**config.mk**
```make
export PLATFORM = sky130hd
export DESIGN_NAME = phy_rx_top
export DESIGN_NICKNAME = d
export VERILOG_FILES = /design/src/rtl/chiplet_types_pkg.sv /design/src/rtl/phy_types_pkg.sv /design/src/rtl/rx_lane_if.sv /design/src/rtl/dec_8b10b.sv /design/src/rtl/phy_rx_top.sv /design/src/rtl/rx_flit_framer.sv /design/src/rtl/rx_word_capture.sv
export SDC_FILE = /design/constraint.sdc
export NUM_CORES = 1
export LEC_CHECK = 0
export BUFFER_PORTS_ARGS = -buffer_cell sky130_fd_sc_hd__buf_4
export CAP_MARGIN = 20
export CELL_PAD_IN_SITES_DETAIL_PLACEMENT = 1
export CELL_PAD_IN_SITES_GLOBAL_PLACEMENT = 1
export CORE_UTILIZATION = 25
export DETAILED_ROUTE_END_ITERATION = 12
export MAX_ROUTING_LAYER = met4
export PLACE_DENSITY = 0.45
export SETUP_SLACK_MARGIN = 0.05
export SLEW_MARGIN = 20
export SYNTH_ARGS = -nofsm -noshare
export SYNTH_HDL_FRONTEND = slang
export SYNTH_SLANG_ARGS = --single-unit
```
**constraint.sdc**
```tcl
create_clock -name CLK -period 9.15 [get_ports CLK]
set_input_delay 0.4575 -clock CLK [delete_from_list [all_inputs] [get_ports CLK]]
set_output_delay 0.4575 -clock CLK [all_outputs]
set_load 0.01 [all_outputs]
```
**src/rtl/chiplet_types_pkg.sv**
```systemverilog
// Chiplet packet types
`default_nettype none

package chiplet_types_pkg;

    // width of the packet length field and of the flit counter.
    localparam int PKT_LENGTH_WIDTH = 4;

    typedef logic [PKT_LENGTH_WIDTH-1:0] pkt_len_t;

    // the length field sits in byte 0 of the header flit.
    localparam int HDR_LEN_LSB = 0;

    // ack metadata layout inside byte 0.
    localparam int ACK_VC_BIT  = 7;
    localparam int ACK_ID_MSB  = 6;
    localparam int ACK_ID_LSB  = 5;
    localparam int ACK_REQ_MSB = 4;
    localparam int ACK_REQ_LSB = 0;

endpackage

`default_nettype wire

```
**src/rtl/phy_types_pkg.sv**
```systemverilog
// PHY symbol and comma types
`default_nettype none

package phy_types_pkg;

    // one code group with abcdei in bits 9:4 and fghj in bits 3:0.
    typedef logic [9:0] sym10_t;

    // decoded byte with HGF in bits 7:5 and EDCBA in bits 4:0.
    typedef logic [7:0] byte8_t;

    // kind of each word, as supplied by the link layer.
    typedef enum logic [1:0] {
        KIND_COMMA_1 = 2'd0,
        KIND_COMMA_2 = 2'd1,
        KIND_DATA    = 2'd2
    } word_kind_t;

    // classification of the last accepted word.
    typedef enum logic [2:0] {
        START_SEL    = 3'd0,
        END_SEL      = 3'd1,
        GRTCRED0_SEL = 3'd2,
        GRTCRED1_SEL = 3'd3,
        ACK_SEL      = 3'd4,
        DATA_SEL     = 3'd5
    } comma_sel_t;

    // K28.y control bytes carry y in the upper three bits.
    localparam byte8_t K28_1 = 8'h3C;
    localparam byte8_t K28_2 = 8'h5C;
    localparam byte8_t K28_3 = 8'h7C;
    localparam byte8_t K28_4 = 8'h9C;
    localparam byte8_t K28_5 = 8'hBC;

endpackage

`default_nettype wire

```
**src/rtl/rx_lane_if.sv**
```systemverilog
// Receive lane bundle
`default_nettype none

interface rx_lane_if #(
    parameter int NUM_LANES = 5
);

    phy_types_pkg::sym10_t     sym      [NUM_LANES];
    logic                      lane_en  [NUM_LANES];
    phy_types_pkg::word_kind_t kind;
    logic                      valid;

    // driven per lane by the decoders.
    phy_types_pkg::byte8_t     data     [NUM_LANES];
    logic                      is_k     [NUM_LANES];
    logic                      code_err [NUM_LANES];

    modport capture (
        output sym, lane_en, kind, valid
    );

    modport framer (
        input kind, valid, lane_en, data, is_k, code_err
    );

endinterface

`default_nettype wire

```
**src/rtl/dec_8b10b.sv**
```systemverilog
// 8b/10b lane decoder
`default_nettype none

module dec_8b10b (
    input  logic                  CLK,
    input  logic                  nRST,
    input  phy_types_pkg::sym10_t sym,
    input  logic                  en,
    output phy_types_pkg::byte8_t data,
    output logic                  is_k,
    output logic                  code_err
);

    logic [5:0] abcdei;
    logic [3:0] fghj;
    logic [3:0] fghj_dec;
    logic [4:0] edcba;
    logic [2:0] hgf;
    logic [2:0] ones6;
    logic [2:0] ones4;
    logic       bad6;
    logic       bad4;
    logic       flip6;
    logic       flip4;
    logic       disp_err;
    logic       rd;
    logic       rd_mid;
    logic       rd_next;

    assign abcdei = sym[9:4];
    assign fghj   = sym[3:0];

    assign is_k = (abcdei == 6'b001111) || (abcdei == 6'b110000);

    // K28 with positive disparity is the full complement, including fghj.
    assign fghj_dec = (abcdei == 6'b110000) ? ~fghj : fghj;

    always_comb begin
        case (abcdei)
            6'b100111, 6'b011000: edcba = 5'd0;
            6'b011101, 6'b100010: edcba = 5'd1;
            6'b101101, 6'b010010: edcba = 5'd2;
            6'b110001:            edcba = 5'd3;
            6'b110101, 6'b001010: edcba = 5'd4;
            6'b101001:            edcba = 5'd5;
            6'b011001:            edcba = 5'd6;
            6'b111000, 6'b000111: edcba = 5'd7;
            6'b111001, 6'b000110: edcba = 5'd8;
            6'b100101:            edcba = 5'd9;
            6'b010101:            edcba = 5'd10;
            6'b110100:            edcba = 5'd11;
            6'b001101:            edcba = 5'd12;
            6'b101100:            edcba = 5'd13;
            6'b011100:            edcba = 5'd14;
            6'b010111, 6'b101000: edcba = 5'd15;
            6'b011011, 6'b100100: edcba = 5'd16;
            6'b100011:            edcba = 5'd17;
            6'b010011:            edcba = 5'd18;
            6'b110010:            edcba = 5'd19;
            6'b001011:            edcba = 5'd20;
            6'b101010:            edcba = 5'd21;
            6'b011010:            edcba = 5'd22;
            6'b111010, 6'b000101: edcba = 5'd23;
            6'b110011, 6'b001100: edcba = 5'd24;
            6'b100110:            edcba = 5'd25;
            6'b010110:            edcba = 5'd26;
            6'b110110, 6'b001001: edcba = 5'd27;
            6'b001110:            edcba = 5'd28;
            6'b101110, 6'b010001: edcba = 5'd29;
            6'b011110, 6'b100001: edcba = 5'd30;
            6'b101011, 6'b010100: edcba = 5'd31;
            6'b001111, 6'b110000: edcba = 5'd28;
            default:              edcba = 5'd0;
        endcase
    end

    always_comb begin
        case (fghj_dec)
            4'b1011, 4'b0100:                   hgf = 3'd0;
            4'b1001:                            hgf = 3'd1;
            4'b0101:                            hgf = 3'd2;
            4'b1100, 4'b0011:                   hgf = 3'd3;
            4'b1101, 4'b0010:                   hgf = 3'd4;
            4'b1010:                            hgf = 3'd5;
            4'b0110:                            hgf = 3'd6;
            4'b1110, 4'b0001, 4'b0111, 4'b1000: hgf = 3'd7;
            default:                            hgf = 3'd0;
        endcase
    end

    assign data = {hgf, edcba};

    assign ones6 = 3'($countones(abcdei));
    assign ones4 = 3'($countones(fghj));

    // every balanced 6b and every 4b pattern of weight 1..3 is in use.
    assign bad6 = (ones6 < 3'd2) || (ones6 > 3'd4) ||
                  (abcdei == 6'b111100) || (abcdei == 6'b000011);
    assign bad4 = (ones4 == 3'd0) || (ones4 == 3'd4);

    // rd is 1 for positive running disparity.
    assign flip6   = (ones6 != 3'd3);
    assign flip4   = (ones4 != 3'd2);
    assign rd_mid  = rd ^ flip6;
    assign rd_next = rd_mid ^ flip4;

    assign disp_err = (flip6 && ((ones6 > 3'd3) == rd)) ||
                      ((abcdei == 6'b111000) && rd) ||
                      ((abcdei == 6'b000111) && !rd) ||
                      (flip4 && ((ones4 > 3'd2) == rd_mid)) ||
                      ((fghj == 4'b1100) && rd_mid) ||
                      ((fghj == 4'b0011) && !rd_mid);

    assign code_err = en & (bad6 | bad4 | disp_err);

    always_ff @(posedge CLK, negedge nRST) begin
        if (!nRST) begin
            rd <= 1'b0;
        end else if (en && !bad6 && !bad4) begin
            rd <= rd_next;
        end
    end

endmodule

`default_nettype wire

```
**src/rtl/phy_rx_top.sv**
```systemverilog
// PHY receive top level
`default_nettype none

module phy_rx_top #(
    parameter int NUM_LANES = 5
) (
    input  logic                        CLK,
    input  logic                        nRST,
    input  logic [NUM_LANES*10-1:0]     enc_word,
    input  phy_types_pkg::word_kind_t   word_kind,
    input  logic                        in_valid,
    output logic [NUM_LANES*8-1:0]      flit,
    output logic                        flit_valid,
    output phy_types_pkg::comma_sel_t   comma_sel,
    output chiplet_types_pkg::pkt_len_t remaining_flits,
    output logic                        err
);

    rx_lane_if #(.NUM_LANES(NUM_LANES)) lanes ();

    rx_word_capture #(.NUM_LANES(NUM_LANES)) u_capture (
        .CLK       (CLK),
        .nRST      (nRST),
        .enc_word  (enc_word),
        .word_kind (word_kind),
        .in_valid  (in_valid),
        .lanes     (lanes.capture)
    );

    for (genvar i = 0; i < NUM_LANES; i++) begin : g_lane
        dec_8b10b u_dec (
            .CLK      (CLK),
            .nRST     (nRST),
            .sym      (lanes.sym[i]),
            .en       (lanes.lane_en[i]),
            .data     (lanes.data[i]),
            .is_k     (lanes.is_k[i]),
            .code_err (lanes.code_err[i])
        );
    end

    rx_flit_framer #(.NUM_LANES(NUM_LANES)) u_framer (
        .CLK             (CLK),
        .nRST            (nRST),
        .lanes           (lanes.framer),
        .flit            (flit),
        .flit_valid      (flit_valid),
        .err             (err),
        .comma_sel       (comma_sel),
        .remaining_flits (remaining_flits)
    );

endmodule

`default_nettype wire

```
**src/rtl/rx_flit_framer.sv**
```systemverilog
// Flit framer and packet order check
`default_nettype none

module rx_flit_framer #(
    parameter int NUM_LANES = 5
) (
    input  logic                        CLK,
    input  logic                        nRST,
    rx_lane_if.framer                   lanes,
    output logic [NUM_LANES*8-1:0]      flit,
    output logic                        flit_valid,
    output logic                        err,
    output phy_types_pkg::comma_sel_t   comma_sel,
    output chiplet_types_pkg::pkt_len_t remaining_flits
);

    typedef enum logic [1:0] {
        WAIT_START,
        WAIT_HEADER,
        IN_PACKET
    } frame_state_t;

    frame_state_t                state, n_state;
    logic [NUM_LANES*8-1:0]      word_bytes;
    logic [NUM_LANES*8-1:0]      n_flit;
    phy_types_pkg::comma_sel_t   word_sel, n_sel;
    chiplet_types_pkg::pkt_len_t n_rem;
    chiplet_types_pkg::pkt_len_t hdr_len;
    phy_types_pkg::byte8_t       ack_byte;
    logic                        code_err_any;
    logic                        k_any;
    logic                        k_err;
    logic                        unknown;
    logic                        order_err;
    logic                        drop;

    always_comb begin
        code_err_any = 1'b0;
        k_any        = 1'b0;
        for (int i = 0; i < NUM_LANES; i++) begin
            word_bytes[i*8 +: 8] = lanes.data[i];
            code_err_any = code_err_any | (lanes.code_err[i] & lanes.lane_en[i]);
            k_any        = k_any | (lanes.is_k[i] & lanes.lane_en[i]);
        end
    end

    assign hdr_len = word_bytes[chiplet_types_pkg::HDR_LEN_LSB +:
                                chiplet_types_pkg::PKT_LENGTH_WIDTH];

    always_comb begin
        ack_byte = '0;
        ack_byte[chiplet_types_pkg::ACK_VC_BIT] = lanes.data[0][chiplet_types_pkg::ACK_VC_BIT];
        ack_byte[chiplet_types_pkg::ACK_ID_MSB:chiplet_types_pkg::ACK_ID_LSB] =
            lanes.data[0][chiplet_types_pkg::ACK_ID_MSB:chiplet_types_pkg::ACK_ID_LSB];
        ack_byte[chiplet_types_pkg::ACK_REQ_MSB:chiplet_types_pkg::ACK_REQ_LSB] =
            lanes.data[0][chiplet_types_pkg::ACK_REQ_MSB:chiplet_types_pkg::ACK_REQ_LSB];
    end

    always_comb begin
        word_sel = phy_types_pkg::DATA_SEL;
        unknown  = 1'b0;
        k_err    = 1'b0;
        case (lanes.kind)
            phy_types_pkg::KIND_COMMA_1: begin
                case ({lanes.is_k[0], lanes.data[0]})
                    {1'b1, phy_types_pkg::K28_1}: word_sel = phy_types_pkg::START_SEL;
                    {1'b1, phy_types_pkg::K28_2}: word_sel = phy_types_pkg::END_SEL;
                    {1'b1, phy_types_pkg::K28_3}: word_sel = phy_types_pkg::GRTCRED0_SEL;
                    {1'b1, phy_types_pkg::K28_4}: word_sel = phy_types_pkg::GRTCRED1_SEL;
                    default:                      unknown = 1'b1;
                endcase
            end
            phy_types_pkg::KIND_COMMA_2: begin
                // lane 0 carries the ack metadata and must be a data byte.
                word_sel = phy_types_pkg::ACK_SEL;
                unknown  = !(lanes.is_k[1] && (lanes.data[1] == phy_types_pkg::K28_5));
                k_err    = lanes.is_k[0];
            end
            phy_types_pkg::KIND_DATA: begin
                k_err = k_any;
            end
            default: unknown = 1'b1;
        endcase
    end

    assign drop = code_err_any | unknown;

    always_comb begin
        n_flit    = flit;
        n_sel     = comma_sel;
        n_state   = state;
        n_rem     = remaining_flits;
        order_err = 1'b0;
        if (lanes.valid && !drop) begin
            n_sel = word_sel;
            if (word_sel == phy_types_pkg::DATA_SEL) begin
                n_flit = word_bytes;
            end else if (word_sel == phy_types_pkg::ACK_SEL) begin
                n_flit[7:0] = ack_byte;
            end
            case (state)
                WAIT_START: begin
                    if (word_sel == phy_types_pkg::START_SEL) begin
                        n_state = WAIT_HEADER;
                    end else if (word_sel == phy_types_pkg::DATA_SEL) begin
                        order_err = 1'b1;
                    end
                end
                WAIT_HEADER: begin
                    if (word_sel == phy_types_pkg::DATA_SEL) begin
                        n_rem   = hdr_len;
                        n_state = IN_PACKET;
                    end else if (word_sel == phy_types_pkg::START_SEL ||
                                 word_sel == phy_types_pkg::END_SEL) begin
                        order_err = 1'b1;
                    end
                end
                IN_PACKET: begin
                    if (word_sel == phy_types_pkg::DATA_SEL) begin
                        if (remaining_flits == '0) begin
                            order_err = 1'b1;
                        end else begin
                            n_rem = remaining_flits - 1'b1;
                        end
                    end else if (word_sel == phy_types_pkg::END_SEL) begin
                        order_err = (remaining_flits != '0);
                        n_rem     = '0;
                        n_state   = WAIT_START;
                    end else if (word_sel == phy_types_pkg::START_SEL) begin
                        order_err = 1'b1;
                        n_rem     = '0;
                        n_state   = WAIT_HEADER;
                    end
                end
                default: n_state = WAIT_START;
            endcase
        end
    end

    always_ff @(posedge CLK, negedge nRST) begin
        if (!nRST) begin
            state           <= WAIT_START;
            flit            <= '0;
            flit_valid      <= 1'b0;
            err             <= 1'b0;
            comma_sel       <= phy_types_pkg::START_SEL;
            remaining_flits <= '0;
        end else begin
            state           <= n_state;
            flit            <= n_flit;
            flit_valid      <= lanes.valid;
            err             <= lanes.valid & (drop | k_err | order_err);
            comma_sel       <= n_sel;
            remaining_flits <= n_rem;
        end
    end

endmodule

`default_nettype wire

```
**src/rtl/rx_word_capture.sv**
```systemverilog
// Receive word capture
`default_nettype none

module rx_word_capture #(
    parameter int NUM_LANES = 5
) (
    input  logic                      CLK,
    input  logic                      nRST,
    input  logic [NUM_LANES*10-1:0]   enc_word,
    input  phy_types_pkg::word_kind_t word_kind,
    input  logic                      in_valid,
    rx_lane_if.capture                lanes
);

    logic [NUM_LANES-1:0] lane_mask;

    // commas only occupy the low lanes and the rest carry idle garbage.
    always_comb begin
        lane_mask = '0;
        case (word_kind)
            phy_types_pkg::KIND_COMMA_1: lane_mask[0] = 1'b1;
            phy_types_pkg::KIND_COMMA_2: lane_mask[1:0] = 2'b11;
            phy_types_pkg::KIND_DATA:    lane_mask = '1;
            default:                     lane_mask = '0;
        endcase
    end

    always_ff @(posedge CLK, negedge nRST) begin
        if (!nRST) begin
            lanes.valid <= 1'b0;
            lanes.kind  <= phy_types_pkg::KIND_DATA;
            for (int i = 0; i < NUM_LANES; i++) begin
                lanes.lane_en[i] <= 1'b0;
            end
        end else begin
            lanes.valid <= in_valid;
            if (in_valid) begin
                lanes.kind <= word_kind;
            end
            // enables already include the strobe.
            for (int i = 0; i < NUM_LANES; i++) begin
                lanes.lane_en[i] <= in_valid & lane_mask[i];
            end
        end
    end

    always_ff @(posedge CLK) begin
        if (in_valid) begin
            for (int i = 0; i < NUM_LANES; i++) begin
                lanes.sym[i] <= enc_word[i*10 +: 10];
            end
        end
    end

endmodule

`default_nettype wire

```
==> impl_results.md, run 1 <==
* Total core area at 39700 um^2
* DR pass1 iterations at 5
* TNS Setup at 0 ns
* RSZ-0062 raised after global routing: no
* Die Ht at 203 um
* First-pass GRT wire length at 51.7 mm
* Most common cell after layout, fill and taps aside: buf_4
* Crit path from: u_capture.lanes.sym[7]
* Largest net degree at the start of global routing at 63
* Nets at 1386
* Setup Buffers After CTS at 0
* Yosys reg bits at 122
* Worst EP arrival at 6.09 ns
* Via count at 8775
* Ys flop type: dfrtp_1
* Final count of negative-setup-slack endpoints at 0
* Fin crit share at 0.630
* Area of the multi-input gates at 6190 um^2
* PortBufs at 103
* Tot Pwr at 2.47 mW
* Final wirelength at 31.9 mm
* Synthesized area at 10100 um^2
* CP Class: flip-flop to flip-flop
* Worst clock skew at 0.0168 ns
* Max-Cap Viols at 0
* Initial DRC Count at 287
* Die ar. at 41000 um^2
* Antenna violations before repair at 0
* Ys async rst share at 0.508
* Actual slew at the worst max-slew pin at 0.936 ns
* Hold Path Class: input pin to async pin
* WL/cell at 18.2 um
* Clock Path Buffers at 2
* Proportion of layout cells with a drive suffix above 1 at 0.160
* Detail Route Antenna Nets at 0
* H-tree depth at 4
* Hold-fix buffer count after cts at 0
* Final Hold Fails at 0
* Row count at 73
* Number of flops mapped to enable cells by yosys at 50
* GRT overflow at 0
* Syn Nets at 1309
* Placer Congestion at 0.778
* Io pins at 104
* Startpoint Class: flip-flop
* Seq/Total Area, Yosys at 0.324
* Period minus WS final at 5.77 ns
* Area Growth Syn to Fin at 18.7%
* Yosys cell types at 77
* R2r startpoint: u_capture.lanes.sym[7]
* Die width at 203 um
* N_diodes at 0
* Worst Path Required at 9.47 ns
* Clock transition at path regs at 0.06 ns
* Residual DRC at 0
* Most frequent cells in the layout: 108 x buf_4, 103 x nand2_1, 101 x inv_1
* Worst setup margin at 3.38 ns
* Synth Warn # at 0
* Slew Viols, Final at 0
* Pre-CTS setup slack at 3.40 ns
* Rel. slew slack at 0.376
* Avg Cell Area, Syn at 8.82 um^2
* Hpwl dp at 23.8 mm
* Vias per cell at 5.00
* Root Driver: clkbuf_16
* Post-cts resize count at 0
* Status: complete, no violations
* Synth Instances at 1140
* Leak pwr at 5.07 nW
* Filler Cells Inserted at 4688
* Number of global-route vias before repair at 9312
* Crit Path Max Fanout at 21
* CTS tree: done
* Skew-Pair Late Insertion Delay at 0.45 ns
* Clock Sinks at 122
* Inserted Clock Buffers at 17
* Fmax at 173 MHz
* Reg area at 3250 um^2
* Pwr/cell area at 207 nW/um^2
* Max IR drop VDD at 0.117 mV
* Global Route Usage Sum at 0.166
* Initial Util at 0.253
* Critical path endpoint category: flip-flop
==> worst max-delay path, cell delays in order (launching register included) <==
cell and delay, ns:
edfxtp_1 0.81, clkinv_1 0.45, ha_1 0.40, fa_1 0.37, ha_1 0.22, xnor2_2 0.25, mux2i_1 0.11, a311oi_1 0.32
nand3_1 0.14, o41ai_2 0.48, nand4_2 0.47, nor3_4 0.82, buf_4 0.43, mux2_2 0.37
==> path summary, 6_finish.rpt <==
kind,to,slack [ns],depth (start not counted)
setup / recovery,u_framer.flit[29],3.38,13
hold / removal,u_framer.flit[20],0.14,1
setup reg to reg,u_framer.flit[29],3.38,13
hold reg to reg,u_framer.flit_valid,0.47,0
max in group asynchronous,u_framer.flit[6],8.38,1
min in group CLK,u_capture.lanes.sym[1],0.18,1
==> where the power goes <==
group          internal (mW)  switching [mW]
sequential             0.706           0.136
clock                  0.443           0.285
combinational          0.435           0.468
total                   1.58           0.889
==> area by class of cell <==
cell class              count  area share
flip-flops and latches    122       0.273
multi-input cells         862       0.519
inverters                 106      0.0333
repair buffers            108      0.0679
well taps                 525      0.0550
clock buffers              21      0.0413
clock inverters            11      0.0109
==> cell usage after synthesis (5+ instances only) <==
cell type,number,area [um^2]
a21o_1,6,45.0
a211oi_1,16,120
nor2_1,78,293
inv_1,101,379
o41ai_1,5,43.8
and3_1,11,68.8
o311ai_0,8,70.1
a31oi_1,25,156
clkbuf_1,42,158
dfxtp_1,10,200
a31o_2,6,52.6
clkinv_1,5,18.8
ha_1,99,1240
o21ai_0,86,430
a311o_1,5,50.1
o31ai_1,10,75.1
nor2b_1,13,81.3
o211ai_1,12,90.1
xnor2_1,14,123
o21a_1,16,120
fa_1,15,300
mux2_2,40,450
a221oi_1,10,87.6
nand2_1,103,387
o22ai_1,9,56.3
nor3_1,24,120
dfrtp_1,61,1530
edfxtp_1,50,1500
nand3_1,44,220
xor2_1,8,70.1
or3_1,8,50.1
a21oi_1,80,400
o21ai_1,6,30.0
mux2i_1,19,190
nand2b_1,11,68.8
==> sequential cells by signal, summed over array words and instances (netlist names), 3 cells and up <==
name,flops
g_lane.u_dec.rd,5
u_framer.flit,40
u_framer.remaining_flits,4
u_capture.lanes.sym,50
u_capture.lanes.lane_en,3
u_framer.comma_sel,3
g_lane.u_dec.edcba,10
==> kinds of logic after synthesis <==
group                      Yosys count  share of synthesized area
AOI/OAI and AO/OA                  345                      0.224
xor gates and xnor gates            24                     0.0224
adders and majority gates          114                      0.153
buffers and inverters              156                     0.0608
DFF                                122                      0.324
muxes                               61                     0.0659
and+or+nand+nor                    318                      0.150
==> layer usage <==
metal / vias up / wire length (um) / global-route usage
met2: 100 / 15800 / 0.274
met3: 32 / 855 / 0.0323
met4: 0 / 645 / 0.0542
met1: 4346 / 14600 / 0.202
met5: - / 0 / -
li1: 4297 / - / -
==> metrics by stage <==
step                hold WS [ns]  instance area [um^2]  instances   util
floorplan                  0.162                 10100       1140      -
global placement           0.474                 11300       1723  0.285
detailed placement         0.476                 11300       1723  0.285
CTS                        0.143                 11900       1755  0.300
global route               0.150                 11900       1755  0.300
finish                     0.143                 11900       1755  0.300
Note: power is estimated with default switching activity, not from simulation.
==> run 2, diff against run 1 <==
Clock period 9.15 ns to 5.6 ns, I/O delays scaled along.
==> impl_results.md, run 2 (same netlist as run 1, synthesis figures left out) <==
* Actual slew at the worst max-slew pin at 0.960 ns
* Reg with most FFs: u_capture.lanes.sym
* Leak pwr at 5.34 nW
* Worst Path Required at 5.92 ns
* Max-Cap Viols at 0
* Worst EP arrival at 4.82 ns
* Hold Path Class: input pin to flip-flop
* Nets at 1447
* GR met3 Demand/Resource at 0.0360
* Placer Congestion at 0.772
* PortBufs at 103
* Root Driver: clkbuf_16
* Max FFs per register at 50
* H-tree depth at 4
* Initial Util at 0.253
* Most frequent cells in the layout: 118 x buf_4, 103 x nand2_1, 101 x inv_1
* Area Growth Syn to Fin at 24.5%
* Final wirelength at 31.6 mm
* Inserted Clock Buffers at 17
* Vias per cell at 4.94
* CP Cell Sequence: inv_1, ha_1, inv_1, fa_1, inv_1, ha_1, xor2_1, nand3b_1, xor2_1, mux2i_1, o41ai_2, nand4_2, nor3_4, buf_4, mux2_2
* Die width at 203 um
* TNS Setup at 0 ns
* N_diodes at 0
* Number of global-route vias before repair at 9231
* Grt peak-use layer: met2
* Total core area at 39700 um^2
* Critical path endpoint category: flip-flop
* Crit Path Max Fanout at 18
* Clock transition at path regs at 0.06 ns
* Startpoint Class: flip-flop
* WL/cell at 17.4 um
* RSZ-0062 raised after global routing: no
* CP Class: flip-flop to flip-flop
* Final Hold Fails at 0
* Proportion of layout cells with a drive suffix above 1 at 0.160
* Worst clock skew at 0.0128 ns
* Fin crit share at 0.804
* Filler Cells Inserted at 4617
* Most common cell after layout, fill and taps aside: buf_4
* Hpwl dp at 23.8 mm
* First-pass GRT wire length at 51.3 mm
* Skew-Pair Late Insertion Delay at 0.45 ns
* Period minus WS final at 4.50 ns
* M2 GR Usage at 0.274
* CTS tree: done
* Largest net degree at the start of global routing at 63
* Global Route Usage Sum at 0.164
* Rel. slew slack at 0.360
* Die ar. at 41000 um^2
* Delay-heaviest family, CP: adder cells
* Via count at 8967
* Residual DRC at 0
* Clock Sinks at 122
* DR pass1 iterations at 5
* Clock Path Buffers at 2
* Critical path buffer and inverter count at 4
* Row count at 73
* Die Ht at 203 um
* Initial DRC Count at 353
* Final count of negative-setup-slack endpoints at 0
* Status: complete, no violations
* Io pins at 104
* Slew Viols, Final at 0
* Max stage delay cell, worst path: edfxtp_1
* Max IR drop VDD at 0.137 mV
* Antenna violations before repair at 0
* Pwr/cell area at 327 nW/um^2
* Post-layout util at 0.315
* Detail Route Antenna Nets at 0
* Fmax at 222 MHz
* CP dominant cell by count: inv_1
* M1 GR Usage at 0.196
* Crit path largest cell delay at 0.53 ns
* GRT overflow at 0
==> run 2: cell types whose count changed in the layout (fill, tap and decap cells not counted), sizes merged <==
cell	before	now
buf	108	118
clkbuf	21	20
bufinv	2	3
clkinvlp	2	1
clkinv	9	10
dlygate4sd3	0	51
==> run 2: layer usage <==
| metal | wire length [um] | vias up |
|---|---|---|
| li1 | - | 4426 |
| met1 | 14200 | 4411 |
| met2 | 15900 | 97 |
| met3 | 963 | 33 |
| met4 | 527 | 0 |
| met5 | 0 | - |
==> run 2: per-stage QoR <==
step	power (mW)	area (um^2)	worst slack, ns	cells	hold WS, ns
5_1_grt	4.39	12500	0.710	1816	0.0568
3_3_place_gp	2.91	11400	1.18	1733	0.458
4_1_cts	4.19	12500	1.02	1816	0.0426
6_report	4.09	12500	1.10	1816	0.0718
2_1_floorplan	2.28	10100	1.56	1140	-0.0156
3_5_place_dp	2.91	11400	1.02	1733	0.459
==> run 2: cell type report <==
class | instances | area [um^2] | share of cell area
multi-input cells | 862 | 6190 | 0.494
clock inverters | 12 | 161 | 0.0129
flip-flops and latches | 122 | 3250 | 0.260
inverters | 106 | 398 | 0.0318
clock buffers | 20 | 468 | 0.0374
well taps | 525 | 657 | 0.0524
repair buffers | 169 | 1400 | 0.111
==> run 2: worst paths after layout <==
kind                                          from                 endpoint  slack, ns  cells past startpoint
max                        u_capture.lanes.sym[14]        u_framer.flit[30]       1.10                     15
min                                   word_kind[0]  u_capture.lanes.kind[0]       0.07                      3
max reg2reg                u_capture.lanes.sym[14]        u_framer.flit[30]       1.10                     15
min reg2reg                  u_capture.lanes.valid      u_framer.flit_valid       0.47                      0
max in group asynchronous                     nRST      u_framer.flit_valid       4.44                      2
min in group asynchronous                     nRST        u_framer.flit[23]       0.52                      2
==> run 2: where the power goes <==
part / leakage, nW / switching [mW] / total (mW) / internal [mW]
combinational: 3.69 / 0.790 / 1.53 / 0.742
clock: 0.307 / 0.460 / 1.20 / 0.742
sequential: 1.34 / 0.202 / 1.36 / 1.15
==> run 2: worst min-delay path, cell delays in order <==
cell	delay, ns
buf_4	0.10
nand2_1	0.05
o21ai_0	0.06
==> run 2: repair_timing <==
action                    in CTS  in global routing
hold buffers                  51                  0
buffers inserted               0                  0
resized for setup              0                  0
hold endpoints to repair      60                  0
